### src/ttt_pkg.sv
// shared types, status codes and the table of winning lines for the tic-tac-toe controller
package ttt_pkg;

    // one bit per square, square 8 is the top-left corner in reading order
    typedef logic [8:0] board_t;
    typedef logic [7:0] ascii_t;

    typedef enum logic [3:0] {
        START  = 4'd0,
        TURN_X = 4'd1,
        ERR_X  = 4'd2,
        CHKV_X = 4'd3,
        CHKW_X = 4'd4,
        WIN_X  = 4'd5,
        TURN_O = 4'd6,
        ERR_O  = 4'd7,
        CHKV_O = 4'd8,
        CHKW_O = 4'd9,
        WIN_O  = 4'd10,
        CATS   = 4'd11
    } game_state_t;

    // ####################
    // status characters
    localparam ascii_t ASCII_X    = 8'h58;
    localparam ascii_t ASCII_O    = 8'h4f;
    localparam ascii_t ASCII_C    = 8'h43;
    localparam ascii_t ASCII_E    = 8'h45;
    localparam ascii_t ASCII_NONE = 8'h6e;

    // ####################
    // rows top to bottom, columns left to right, then both diagonals
    localparam int NUM_LINES = 8;
    localparam board_t WIN_LINES [NUM_LINES] = '{
        9'b111_000_000,
        9'b000_111_000,
        9'b000_000_111,
        9'b100_100_100,
        9'b010_010_010,
        9'b001_001_001,
        9'b100_010_001,
        9'b001_010_100
    };

    // O tiles blink once every O_BLINK_DIV flash ticks
    localparam int O_BLINK_DIV = 3;
    typedef logic [$clog2(O_BLINK_DIV)-1:0] blink_cnt_t;
    localparam blink_cnt_t BLINK_LAST = blink_cnt_t'(O_BLINK_DIV - 1);

endpackage

### src/ttt_board.sv
// board registers for occupancy and owner, the captured selection
// and the legality check of a move
module ttt_board (
    input  logic            clk,
    input  logic            reset,
    input  ttt_pkg::board_t sel_pos,
    input  logic            sel_load,
    input  logic            commit,
    input  logic            commit_o,
    output ttt_pkg::board_t occ_square,
    output ttt_pkg::board_t occ_player,
    output logic            move_illegal
);
    import ttt_pkg::*;

    board_t sel_q;
    logic   sel_one_hot;
    logic   sel_taken;

    // selection is only consumed in the check state right after a load
    always_ff @(posedge clk) begin
        if (sel_load) begin
            sel_q <= sel_pos;
        end
    end

    // owner bit is 1 for an X tile
    always_ff @(posedge clk) begin
        if (reset) begin
            occ_square <= '0;
            occ_player <= '0;
        end else if (commit) begin
            occ_square <= occ_square | sel_q;
            occ_player <= (occ_player & ~sel_q) | (commit_o ? '0 : sel_q);
        end
    end

    // exactly one square, and that square still free
    assign sel_one_hot  = (sel_q != '0) && ((sel_q & (sel_q - 1'b1)) == '0);
    assign sel_taken    = |(sel_q & occ_square);
    assign move_illegal = !sel_one_hot || sel_taken;

    // ####################
    // checks

    // the FSM only writes a tile after the check has passed
    a_no_illegal_commit: assert property (
        @(posedge clk) disable iff (reset)
        commit |-> !move_illegal
    );

    a_owner_needs_tile: assert property (
        @(posedge clk) disable iff (reset)
        (occ_player & ~occ_square) == '0
    );

endmodule

### src/ttt_win_detect.sv
// line detection for each player, full-board detection
// and the mask of the first winning line
module ttt_win_detect (
    input  ttt_pkg::board_t occ_square,
    input  ttt_pkg::board_t occ_player,
    output logic            x_wins,
    output logic            o_wins,
    output logic            board_full,
    output ttt_pkg::board_t win_line
);
    import ttt_pkg::*;

    board_t               x_tiles;
    board_t               o_tiles;
    logic [NUM_LINES-1:0] x_line;
    logic [NUM_LINES-1:0] o_line;

    assign x_tiles = occ_square & occ_player;
    assign o_tiles = occ_square & ~occ_player;

    // a line is complete when all three of its squares hold the same tile
    always_comb begin
        for (int i = 0; i < NUM_LINES; i++) begin
            x_line[i] = (x_tiles & WIN_LINES[i]) == WIN_LINES[i];
            o_line[i] = (o_tiles & WIN_LINES[i]) == WIN_LINES[i];
        end
    end

    assign x_wins     = |x_line;
    assign o_wins     = |o_line;
    assign board_full = &occ_square;

    // walk the table backwards so the earliest entry ends up in win_line
    always_comb begin
        win_line = '0;
        for (int i = NUM_LINES - 1; i >= 0; i--) begin
            if (x_line[i] || o_line[i]) begin
                win_line = WIN_LINES[i];
            end
        end
    end

endmodule

### src/ttt_game_fsm.sv
// turn state machine for X and O, the board control strobes,
// the turn outputs and the status byte
module ttt_game_fsm (
    input  logic                 clk,
    input  logic                 reset,
    input  logic                 button_x,
    input  logic                 button_o,
    input  logic                 move_illegal,
    input  logic                 x_wins,
    input  logic                 o_wins,
    input  logic                 board_full,
    output ttt_pkg::game_state_t game_state,
    output logic                 sel_load,
    output logic                 commit,
    output logic                 commit_o,
    output logic                 turn_x,
    output logic                 turn_o,
    output ttt_pkg::ascii_t      game_st_ascii
);
    import ttt_pkg::*;

    game_state_t state_next;

    always_ff @(posedge clk) begin
        if (reset) begin
            game_state <= START;
        end else begin
            game_state <= state_next;
        end
    end

    // ####################
    // next state and board strobes
    always_comb begin
        state_next = game_state;
        sel_load   = 1'b0;
        commit     = 1'b0;
        commit_o   = 1'b0;
        case (game_state)
            START: state_next = TURN_X;
            TURN_X: begin
                if (button_o) begin
                    state_next = ERR_X;
                end else if (button_x) begin
                    state_next = CHKV_X;
                    sel_load   = 1'b1;
                end
            end
            // only the player's own button gets out of the error state
            ERR_X: begin
                if (button_x) begin
                    state_next = CHKV_X;
                    sel_load   = 1'b1;
                end
            end
            CHKV_X: begin
                if (move_illegal) begin
                    state_next = ERR_X;
                end else begin
                    state_next = CHKW_X;
                    commit     = 1'b1;
                end
            end
            // a win outranks a full board
            CHKW_X: begin
                if (x_wins) begin
                    state_next = WIN_X;
                end else if (board_full) begin
                    state_next = CATS;
                end else begin
                    state_next = TURN_O;
                end
            end
            TURN_O: begin
                if (button_x) begin
                    state_next = ERR_O;
                end else if (button_o) begin
                    state_next = CHKV_O;
                    sel_load   = 1'b1;
                end
            end
            ERR_O: begin
                if (button_o) begin
                    state_next = CHKV_O;
                    sel_load   = 1'b1;
                end
            end
            CHKV_O: begin
                commit_o = 1'b1;
                if (move_illegal) begin
                    state_next = ERR_O;
                end else begin
                    state_next = CHKW_O;
                    commit     = 1'b1;
                end
            end
            CHKW_O: begin
                if (o_wins) begin
                    state_next = WIN_O;
                end else if (board_full) begin
                    state_next = CATS;
                end else begin
                    state_next = TURN_X;
                end
            end
            // WIN_X, WIN_O and CATS hold until reset
            default: state_next = game_state;
        endcase
    end

    // ####################
    // output decode
    assign turn_x = (game_state == TURN_X) || (game_state == ERR_X);
    assign turn_o = (game_state == TURN_O) || (game_state == ERR_O);

    always_comb begin
        case (game_state)
            ERR_X, ERR_O: game_st_ascii = ASCII_E;
            WIN_X:        game_st_ascii = ASCII_X;
            WIN_O:        game_st_ascii = ASCII_O;
            CATS:         game_st_ascii = ASCII_C;
            default:      game_st_ascii = ASCII_NONE;
        endcase
    end

    a_one_turn: assert property (
        @(posedge clk) disable iff (reset)
        !(turn_x && turn_o)
    );

endmodule

### src/ttt_flash.sv
// flash phase registers for the O tiles and the winning line,
// and the displayed board built from them
module ttt_flash (
    input  logic                 clk,
    input  logic                 reset,
    input  logic                 flash_tick,
    input  ttt_pkg::game_state_t game_state,
    input  ttt_pkg::board_t      occ_square,
    input  ttt_pkg::board_t      occ_player,
    input  ttt_pkg::board_t      win_line,
    output ttt_pkg::board_t      occ_pos
);
    import ttt_pkg::*;

    blink_cnt_t tick_cnt;
    logic       o_phase;
    logic       line_phase;
    logic       in_win;
    board_t     x_tiles;
    board_t     o_tiles;
    board_t     base_pos;

    // O tiles start visible and toggle on every third tick
    always_ff @(posedge clk) begin
        if (reset) begin
            tick_cnt <= '0;
            o_phase  <= 1'b1;
        end else if (flash_tick) begin
            if (tick_cnt == BLINK_LAST) begin
                tick_cnt <= '0;
                o_phase  <= ~o_phase;
            end else begin
                tick_cnt <= tick_cnt + 1'b1;
            end
        end
    end

    assign in_win = (game_state == WIN_X) || (game_state == WIN_O);

    // the winning line flips on every tick, and only once a winner is known
    always_ff @(posedge clk) begin
        if (reset) begin
            line_phase <= 1'b0;
        end else if (!in_win) begin
            line_phase <= 1'b0;
        end else if (flash_tick) begin
            line_phase <= ~line_phase;
        end
    end

    assign x_tiles  = occ_square & occ_player;
    assign o_tiles  = occ_square & ~occ_player;
    assign base_pos = x_tiles | (o_phase ? o_tiles : '0);
    assign occ_pos  = base_pos ^ (line_phase ? win_line : '0);

endmodule

### src/tictactoe.sv
// top level of the tic-tac-toe controller with board, win detection,
// game FSM and display flashing
module tictactoe (
    input  logic            clk,
    input  logic            reset,
    input  ttt_pkg::board_t sel_pos,
    input  logic            button_x,
    input  logic            button_o,
    input  logic            flash_tick,
    output logic            turn_x,
    output logic            turn_o,
    output ttt_pkg::board_t occ_square,
    output ttt_pkg::board_t occ_player,
    output ttt_pkg::board_t occ_pos,
    output ttt_pkg::ascii_t game_st_ascii
);
    import ttt_pkg::*;

    logic        sel_load;
    logic        commit;
    logic        commit_o;
    logic        move_illegal;
    logic        x_wins;
    logic        o_wins;
    logic        board_full;
    board_t      win_line;
    game_state_t game_state;

    ttt_board i_board (
        .clk          (clk),
        .reset        (reset),
        .sel_pos      (sel_pos),
        .sel_load     (sel_load),
        .commit       (commit),
        .commit_o     (commit_o),
        .occ_square   (occ_square),
        .occ_player   (occ_player),
        .move_illegal (move_illegal)
    );

    ttt_win_detect i_win_detect (
        .occ_square (occ_square),
        .occ_player (occ_player),
        .x_wins     (x_wins),
        .o_wins     (o_wins),
        .board_full (board_full),
        .win_line   (win_line)
    );

    ttt_game_fsm i_game_fsm (
        .clk           (clk),
        .reset         (reset),
        .button_x      (button_x),
        .button_o      (button_o),
        .move_illegal  (move_illegal),
        .x_wins        (x_wins),
        .o_wins        (o_wins),
        .board_full    (board_full),
        .game_state    (game_state),
        .sel_load      (sel_load),
        .commit        (commit),
        .commit_o      (commit_o),
        .turn_x        (turn_x),
        .turn_o        (turn_o),
        .game_st_ascii (game_st_ascii)
    );

    ttt_flash i_flash (
        .clk        (clk),
        .reset      (reset),
        .flash_tick (flash_tick),
        .game_state (game_state),
        .occ_square (occ_square),
        .occ_player (occ_player),
        .win_line   (win_line),
        .occ_pos    (occ_pos)
    );

endmodule

### config.mk
export PLATFORM = sky130hd
export DESIGN_NAME = tictactoe
export DESIGN_NICKNAME = d
export VERILOG_FILES = /design/src/ttt_pkg.sv /design/src/ttt_board.sv /design/src/ttt_win_detect.sv /design/src/ttt_game_fsm.sv /design/src/ttt_flash.sv /design/src/tictactoe.sv
export SDC_FILE = /design/constraint.sdc
export NUM_CORES = 1
export LEC_CHECK = 0
export BUFFER_PORTS_ARGS = -buffer_cell sky130_fd_sc_hd__buf_2
export CORE_UTILIZATION = 50
export DETAILED_ROUTE_END_ITERATION = 7
export GPL_ROUTABILITY_DRIVEN = 0
export PLACE_DENSITY = 0.74
export SYNTH_ARGS = -nofsm -noshare
export SYNTH_HDL_FRONTEND = slang
export SYNTH_SLANG_ARGS = --single-unit
### constraint.sdc
create_clock -name clk -period 2.9 [get_ports clk]
set_input_delay 0.145 -clock clk [delete_from_list [all_inputs] [get_ports clk]]
set_output_delay 0.145 -clock clk [all_outputs]
set_load 0.01 [all_outputs]
Yosys cells after proc, flatten, opt, wreduce, memory -nomap -nowiden --
Cells that the tools add are included.
Cells by class: add/subtract/negate cells 2, bitwise operators 14, eq/ne operators 28, mux-type cells 32, reduce and logical (&&, ||, !) cells 26
Operators by type and width (count):
- $mux W9 | 10
- $eq A3 B3 Y1 const B | 16
- $and A9 B9 Y9 | 5
- $mux W4 | 9
- $pmux W4 S9 | 1
- $or A9 B9 Y9 | 3
- $pmux W6 S4 | 1
- $not A9 Y9 | 2
- $reduce_bool A9 Y1 | 2
- $eq A4 B3 Y1 const B | 4
- $eq A4 B4 Y1 const B | 4
- $reduce_or A8 Y1 | 2
- $logic_or A1 B1 Y1 | 12
- $logic_not A9 Y1 | 1
- $reduce_and A9 Y1 | 1
- $reduce_or A9 Y1 | 1
- $sub A9 B1 Y9 const B | 1
- $xor A9 B9 Y9 | 1
- $eq A4 B2 Y1 const B | 2
- $mux W1 | 7
- $mux W7 | 1
- $reduce_or A2 Y1 | 3
- $eq A4 B1 Y1 const B | 1
- $logic_not A4 Y1 | 1
- other kinds (9) | 11
Word-level totals: logic and storage cells 109, input bits 14, flip-flop bits (word level) 35, output and inout port bits 37

Depth between registers and ports, before layout --
Gate-level depths: netlist (run 1).
depth in word-level cells 14, mapped depth 8, mapped depth without buffers 6

Modules after synthesis --
From an unflattened synthesis (run 1), not the netlist that was laid out.
Unflattened totals: cell total of the unflattened synthesis 314, area total of the unflattened synthesis 2529.9 µm²
By module, submodules not included:
- ttt_board | instances 1, area each 1007.2 µm², cells an instance 89
- ttt_win_detect | instances 1, area each 594.3 µm², cells an instance 96
- ttt_game_fsm | instances 1, area each 569.3 µm², cells an instance 82
- ttt_flash | instances 1, area each 359.1 µm², cells an instance 47

Worst setup path after synthesis (run 1) --
No wires, ideal clock.
kind reg2reg, from register i_board.sel_q[1], to register i_game_fsm.game_state[2], setup slack 500 ps, stages on the path, launching flop included 8, setup time 138 ps, arrival time 2261 ps, path through edfxtp_1 -> or4_4 -> nor3_2 -> mux2_2 -> nor4_4 -> buf_4 -> mux2i_1 -> a21oi_1
On the way: word-level cells in the longest chain between the ends 8
Ends and longest elaborated chain:
- start: declaration | line ttt_board.sv:16 | board_t sel_q;
- start signal: assignment | line ttt_board.sv:23 | sel_q <= sel_pos;
- $sub A9 B1 Y9 | line ttt_board.sv:39 | assign sel_one_hot = (sel_q != '0) && ((sel_q & (sel_q - 1'b1)) == '0);
- $and A9 B9 Y9 | line ttt_board.sv:39
- $logic_not A9 Y1 | line ttt_board.sv:39
- $logic_and A1 B1 Y1 | line ttt_board.sv:39
- $logic_not A1 Y1 | line ttt_board.sv:41 | assign move_illegal = !sel_one_hot || sel_taken;
- $logic_or A1 B1 Y1 (*) | line ttt_board.sv:41
- $mux W4 or $mux W3 (tied branches) | line ttt_game_fsm.sv:90, ttt_game_fsm.sv:57
- $pmux W4 S9 (*) | line ttt_game_fsm.sv:39 | case (game_state)
- end signal: assignment | line ttt_game_fsm.sv:28 | game_state <= state_next;
- end: declaration | line ttt_game_fsm.sv:12 | output ttt_pkg::game_state_t game_state,
Mark *: on every way between the ends. The rest lies on a longest branch, timed or not. A chain may end at the register's enable or synchronous reset.

==> results of run 1 <==
==> final cells by class <==
| type | count | area (µm²) | area share |
|---|---|---|---|
| clock buffers | 8 | 80.1 | 0.0310 |
| inverters | 5 | 18.8 | 0.00726 |
| multi-input cells | 222 | 1360 | 0.526 |
| repair buffers | 52 | 270 | 0.105 |
| well taps | 52 | 65.1 | 0.0252 |
| flip-flops and latches | 35 | 791 | 0.306 |
==> logic make-up after synthesis <==
family,synth area share
adders and majority gates,0.00441
muxes,0.0187
xor gates and xnor gates,0.0463
AOI/OAI and AO/OA,0.278
DFF,0.348
buffers and inverters,0.0534
and+or+nand+nor,0.247
other,0.00331
==> cells in the final DEF, fill, tap and decap left out, types with 8 or more instances in the layout <==
cell / instances
nand3_1: 17
a21oi_1: 21
nand2_1: 17
edfxtp_1: 9
a211oi_1: 9
buf_2: 48
nor2_1: 24
a31oi_1: 22
o21ai_0: 19
xnor2_1: 8
nand2b_1: 9
dfxtp_1: 26
or3_1: 8
nor3_1: 9
==> worst max-delay path: stages, from the launching register on <==
cell	delay, ps
edfxtp_1	490
or4_4	580
nor3_2	190
mux2_2	380
nor4_4	270
buf_4	290
a31oi_1	120
a211oi_1	210
==> worst paths after layout <==
check / slack, ps / to / cells after the start / startpoint
setup / recovery: 300 / flop / 7 / i_board.sel_q[0]
hold / removal: 30 / i_board.sel_q[8] / 1 / sel_pos[8]
setup reg to reg: 300 / flop / 7 / i_board.sel_q[0]
hold reg to reg: 540 / i_flash.tick_cnt[1] / 2 / i_flash.tick_cnt[1]
==> power by group through the flow <==
stage	logic (mW)	clock network [mW]	registers, mW
after floorplan	0.137	0	0.557
after global placement	0.172	0	0.576
after detailed placement	0.173	0	0.576
after CTS	0.174	0.344	0.566
after global routing	0.194	0.361	0.571
final	0.175	0.339	0.567
==> stage by stage <==
step / utilization / setup slack [ps] / instances / hold slack, ps
2_1_floorplan: - / 500 / 284 / 244
3_3_place_gp: 0.575 / 382 / 366 / 322
3_5_place_dp: 0.575 / 314 / 366 / 323
4_1_cts: 0.593 / 302 / 374 / 25.2
5_1_grt: 0.593 / 126 / 374 / 25.8
6_report: 0.593 / 295 / 374 / 31.9
==> per-layer routing <==
metal / wire (µm) / vias to the layer above
met5: 0 / -
met4: 161 / 0
met3: 406 / 17
met2: 2740 / 125
met1: 2590 / 1130
li1: - / 1140
==> flow_summary.json, run 1 <==
{
  "nFillCells": 410,
  "routed-via-count": 2412,
  "ys.flop_type": "dfxtp_1",
  "syn_avg_cell_area_um2": 8.00,
  "postPlaceCellArea_um2": 2500,
  "antenna_found_initial": 0,
  "p_sw_frac": 0.286,
  "synth_warnings": 0,
  "status": "finished clean",
  "cp_max_fo": 21,
  "dpl.hpwl_um": 4250,
  "track_usage": 0.243,
  "wire_per_inst_um": 15.8,
  "clkTransAtPathRegs_ps": 70,
  "final_max_slew_viol_count": 0,
  "io_buffers": 48,
  "die_w_um": 69.4,
  "drt-total-wl_um": 5890,
  "drt_iter0_markers": 251,
  "finalInstanceArea_um2": 2580,
  "finalSetupTns_ps": 0,
  "yosysSeqAreaShare": 0.348,
  "p_seq_frac": 0.525,
  "yosys.cell_types.count": 48,
  "busiest_layer": "met2",
  "synth_most_common_cell": "dfxtp_1",
  "min_period_ps": 2600,
  "htree_levels": 2,
  "ys_ff_latch": 35,
  "p_sw_mw": 0.309,
  "arrival_ps": 2810,
  "drtAntennaViolNets": 0,
  "synth_commonest_cells": "dfxtp_1, nor2_1, a31oi_1",
  "core-area_um2": 4350,
  "synth-edff-count": 9,
  "hold_viol": 0,
  "vdd_drop_max_uv": 331,
  "nNetsFinal": 335,
  "powerDensity_nw_per_um2": 418,
  "p_leak_nw": 0.975,
  "grt_max_degree": 27,
  "drive_gt1_frac": 0.214,
  "min-delay-path-class": "in -> reg",
  "remaining_drc_errors": 0,
  "ios": 51,
  "max_freq_mhz": 384,
  "placementRows": 24,
  "die_h_um": 69.4,
  "total_power_mw": 1.08,
  "worst_slew_pin_slew_ps": 650,
  "setup_viol": 0,
  "synth_top_cell_by_area": "dfxtp_1",
  "yosys.area.top_type_share": 0.229,
  "post_cts_buffers": 0,
  "crit_required_ps": 3110,
  "hold_buffers": 0,
  "cts_buffer_depth": 2,
  "start_kind": "flop",
  "start_util": 0.522,
  "gr-usage-met2": 0.391,
  "async_flop_share": 0,
  "syn_inst": 284,
  "syn_area_um2": 2270,
  "grt_first_pass_wirelength_um": 9450,
  "area_growth_pct": 13.8,
  "drt_pass1_iterations": 5,
  "pwr-share-clk": 0.313,
  "use_met1": 0.308,
  "intPower_mw": 0.772,
  "worstSetupPathType": "reg -> reg",
  "max_slew_margin": 0.563,
  "clock_latency_ps": 290,
  "cts_resized": 0,
  "numClockSinks": 35,
  "grt_remaining_overflow": 0,
  "cp-end-kind": "flop",
  "cts-root-buf": "clkbuf_8",
  "n_antenna_cell": 0,
  "grt_pass1_vias": 2051,
  "synth.net_count": 298,
  "comb_power_share": 0.162,
  "cts_buffers": 5,
  "skew_ps": 6.73,
  "drv_cap": 0,
  "dieArea_um2": 4820,
  "use_met3": 0.0422,
  "viasPerCell": 6.45,
  "finalCritPeriodShare": 0.898,
  "rsz0062_at_grt": "false",
  "cts_tree": "yes",
  "ys_top_cells_by_area": "dfxtp_1, edfxtp_1, a31oi_1"
}
(Power assumes the default switching activity.)
==> run 2: changes to the inputs <==
--- a/config.mk
+++ b/config.mk
@@ -5,11 +5,13 @@
 export SDC_FILE = /design/constraint.sdc
 export NUM_CORES = 1
 export LEC_CHECK = 0
-export BUFFER_PORTS_ARGS = -buffer_cell sky130_fd_sc_hd__buf_2
 export CORE_UTILIZATION = 50
+export CTS_BUF_LIST = sky130_fd_sc_hd__clkbuf_4 sky130_fd_sc_hd__clkbuf_8
 export DETAILED_ROUTE_END_ITERATION = 7
+export DONT_BUFFER_PORTS = 1
 export GPL_ROUTABILITY_DRIVEN = 0
-export PLACE_DENSITY = 0.74
+export PLACE_DENSITY = 0.64
+export RECOVER_POWER = 100
 export SYNTH_ARGS = -nofsm -noshare
 export SYNTH_HDL_FRONTEND = slang
 export SYNTH_SLANG_ARGS = --single-unit
==> run 2 against run 1 <==
Compared with the run above:
- count of clock-buffer cells in the layout fell by 1
- clock power grew 8.6%
- critical path type unchanged
- flip-flop and latch count unchanged
- non-clock buffer count decreased by 36
- die area stayed put
- design area is 4.8% lower
- setup slack got worse by 43 ps
- power grew 1.1%
- cell count down 9.6%
==> flow_summary.json, run 2 (same netlist as run 1, synthesis figures left out) <==
{
  "drt-total-wl_um": 6100,
  "drt-met1-wl_um": 2700,
  "start_kind": "flop",
  "rsz0062_at_grt": "false",
  "r2r.worst_path.cells": 7,
  "finalSetupTns_ps": 0,
  "status": "finished clean",
  "track_usage": 0.262,
  "n_antenna_cell": 0,
  "grt_first_pass_wirelength_um": 9940,
  "io_buffers": 0,
  "vdd_drop_max_uv": 404,
  "cts_buffers": 5,
  "drive_gt1_frac": 0.0769,
  "wire_per_inst_um": 18.1,
  "hold_viol": 0,
  "worst_slew_pin_slew_ps": 1070,
  "cp_max_fo": 21,
  "whs_path_depth": 2,
  "postPlaceCellArea_um2": 2280,
  "cts-root-buf": "clkbuf_8",
  "p_seq_frac": 0.519,
  "cts_resized": 0,
  "hp-start": "flash_tick",
  "max_freq_mhz": 378,
  "met3_length_um": 492,
  "htree_levels": 2,
  "skew_ps": 3.42,
  "hold_buffers": 10,
  "crit_required_ps": 3030,
  "finalCritPeriodShare": 0.913,
  "setup_viol": 0,
  "p_sw_frac": 0.275,
  "topRoutingLayerUsed": "met4",
  "drt_iter0_markers": 292,
  "timing.rr.start": "i_board.sel_q[0]",
  "dpl.hpwl_um": 4250,
  "fin_util": 0.565,
  "arrival_ps": 2770,
  "nNetsFinal": 299,
  "cp-end-kind": "flop",
  "p_leak_nw": 0.791,
  "layout_commonest_cell": "dfxtp_1",
  "post_cts_buffers": 0,
  "finalInstanceArea_um2": 2460,
  "grt_max_degree": 27,
  "cts_tree": "yes",
  "remaining_drc_errors": 0,
  "p_sw_mw": 0.301,
  "place_ws_ps": 303,
  "intPower_mw": 0.792,
  "startpoint": "i_board.sel_q[0]",
  "antenna_found_initial": 0,
  "die_h_um": 69.4,
  "numClockSinks": 35,
  "area_growth_pct": 8.26,
  "clock_latency_ps": 280,
  "drv_cap": 0,
  "drtAntennaViolNets": 0,
  "mostFrequentLayoutCells": "dfxtp_1, nor2_1, a31oi_1",
  "routed-via-count": 2219,
  "pwr-share-clk": 0.337,
  "ios": 51,
  "core-area_um2": 4350,
  "drt_pass1_iterations": 7,
  "min-delay-path-class": "in -> reg",
  "setup_ws_ps": 252,
  "max_slew_margin": 0.282,
  "min_period_ps": 2650,
  "start_util": 0.522,
  "comb_power_share": 0.144,
  "dieArea_um2": 4820,
  "grt_pass1_vias": 1963,
  "cts_buffer_depth": 2,
  "die_w_um": 69.4,
  "viasPerCell": 6.57,
  "placementRows": 24,
  "powerDensity_nw_per_um2": 444,
  "worstSetupPathType": "reg -> reg",
  "clkTransAtPathRegs_ps": 70,
  "grt_remaining_overflow": 0,
  "final_max_slew_viol_count": 0,
  "wl_met2_um": 2790
}
run 2: changes by cell type in the layout (fill, tap and decap cells not counted), sizes merged:
cell and change:
clkbuf +2, clkinv +1, buf -49, dlygate4sd3 +10
run 2: stage by stage:
step / cells / power, mW / hold WS [ps]
2_1_floorplan: 284 / 0.694 / 244
3_3_place_gp: 320 / 0.720 / 219
3_5_place_dp: 320 / 0.721 / 219
4_1_cts: 338 / 1.10 / 28.8
5_1_grt: 338 / 1.15 / 44.1
6_report: 338 / 1.09 / 40.1
run 2: path summary, 6_finish.rpt:
| check | to | slack [ps] |
|---|---|---|
| max | i_game_fsm.game_state[2] | 250 |
| max reg2reg | i_game_fsm.game_state[2] | 250 |
| min reg2reg | i_flash.tick_cnt[0] | 540 |
| min | i_flash.line_phase | 40 |
run 2: area by class of cell:
| type | instances | area [µm²] |
|---|---|---|
| fill | 418 | 1900 |
| clock inverter | 1 | 5.00 |
| inverter | 5 | 18.8 |
| tap | 52 | 65.1 |
| multi-input combinational | 222 | 1360 |
| clock buffer | 7 | 90.1 |
| timing repair buffer | 16 | 134 |
| sequential | 35 | 791 |
run 2: worst max-delay path: stages, from the launching register on:
cell,delay (ps)
edfxtp_1,480
or4_1,620
nor3_2,190
mux2_2,370
nor4_4,280
buf_4,280
mux2i_1,200
a21oi_1,70
run 2: metal layers:
layer  vias up  global-route usage
met3        14              0.0552
met1      1023               0.353
met5         -                   0
met2       111               0.402
li1       1071                   -
met4         0               0.116
run 2: power by group through the flow:
stage	Clock (mW)	Sequential, mW	Combinational (mW)
final	0.368	0.567	0.157
after global routing	0.399	0.571	0.174
after CTS	0.378	0.567	0.160
after detailed placement	0	0.578	0.144
after global placement	0	0.577	0.143
after floorplan	0	0.557	0.137
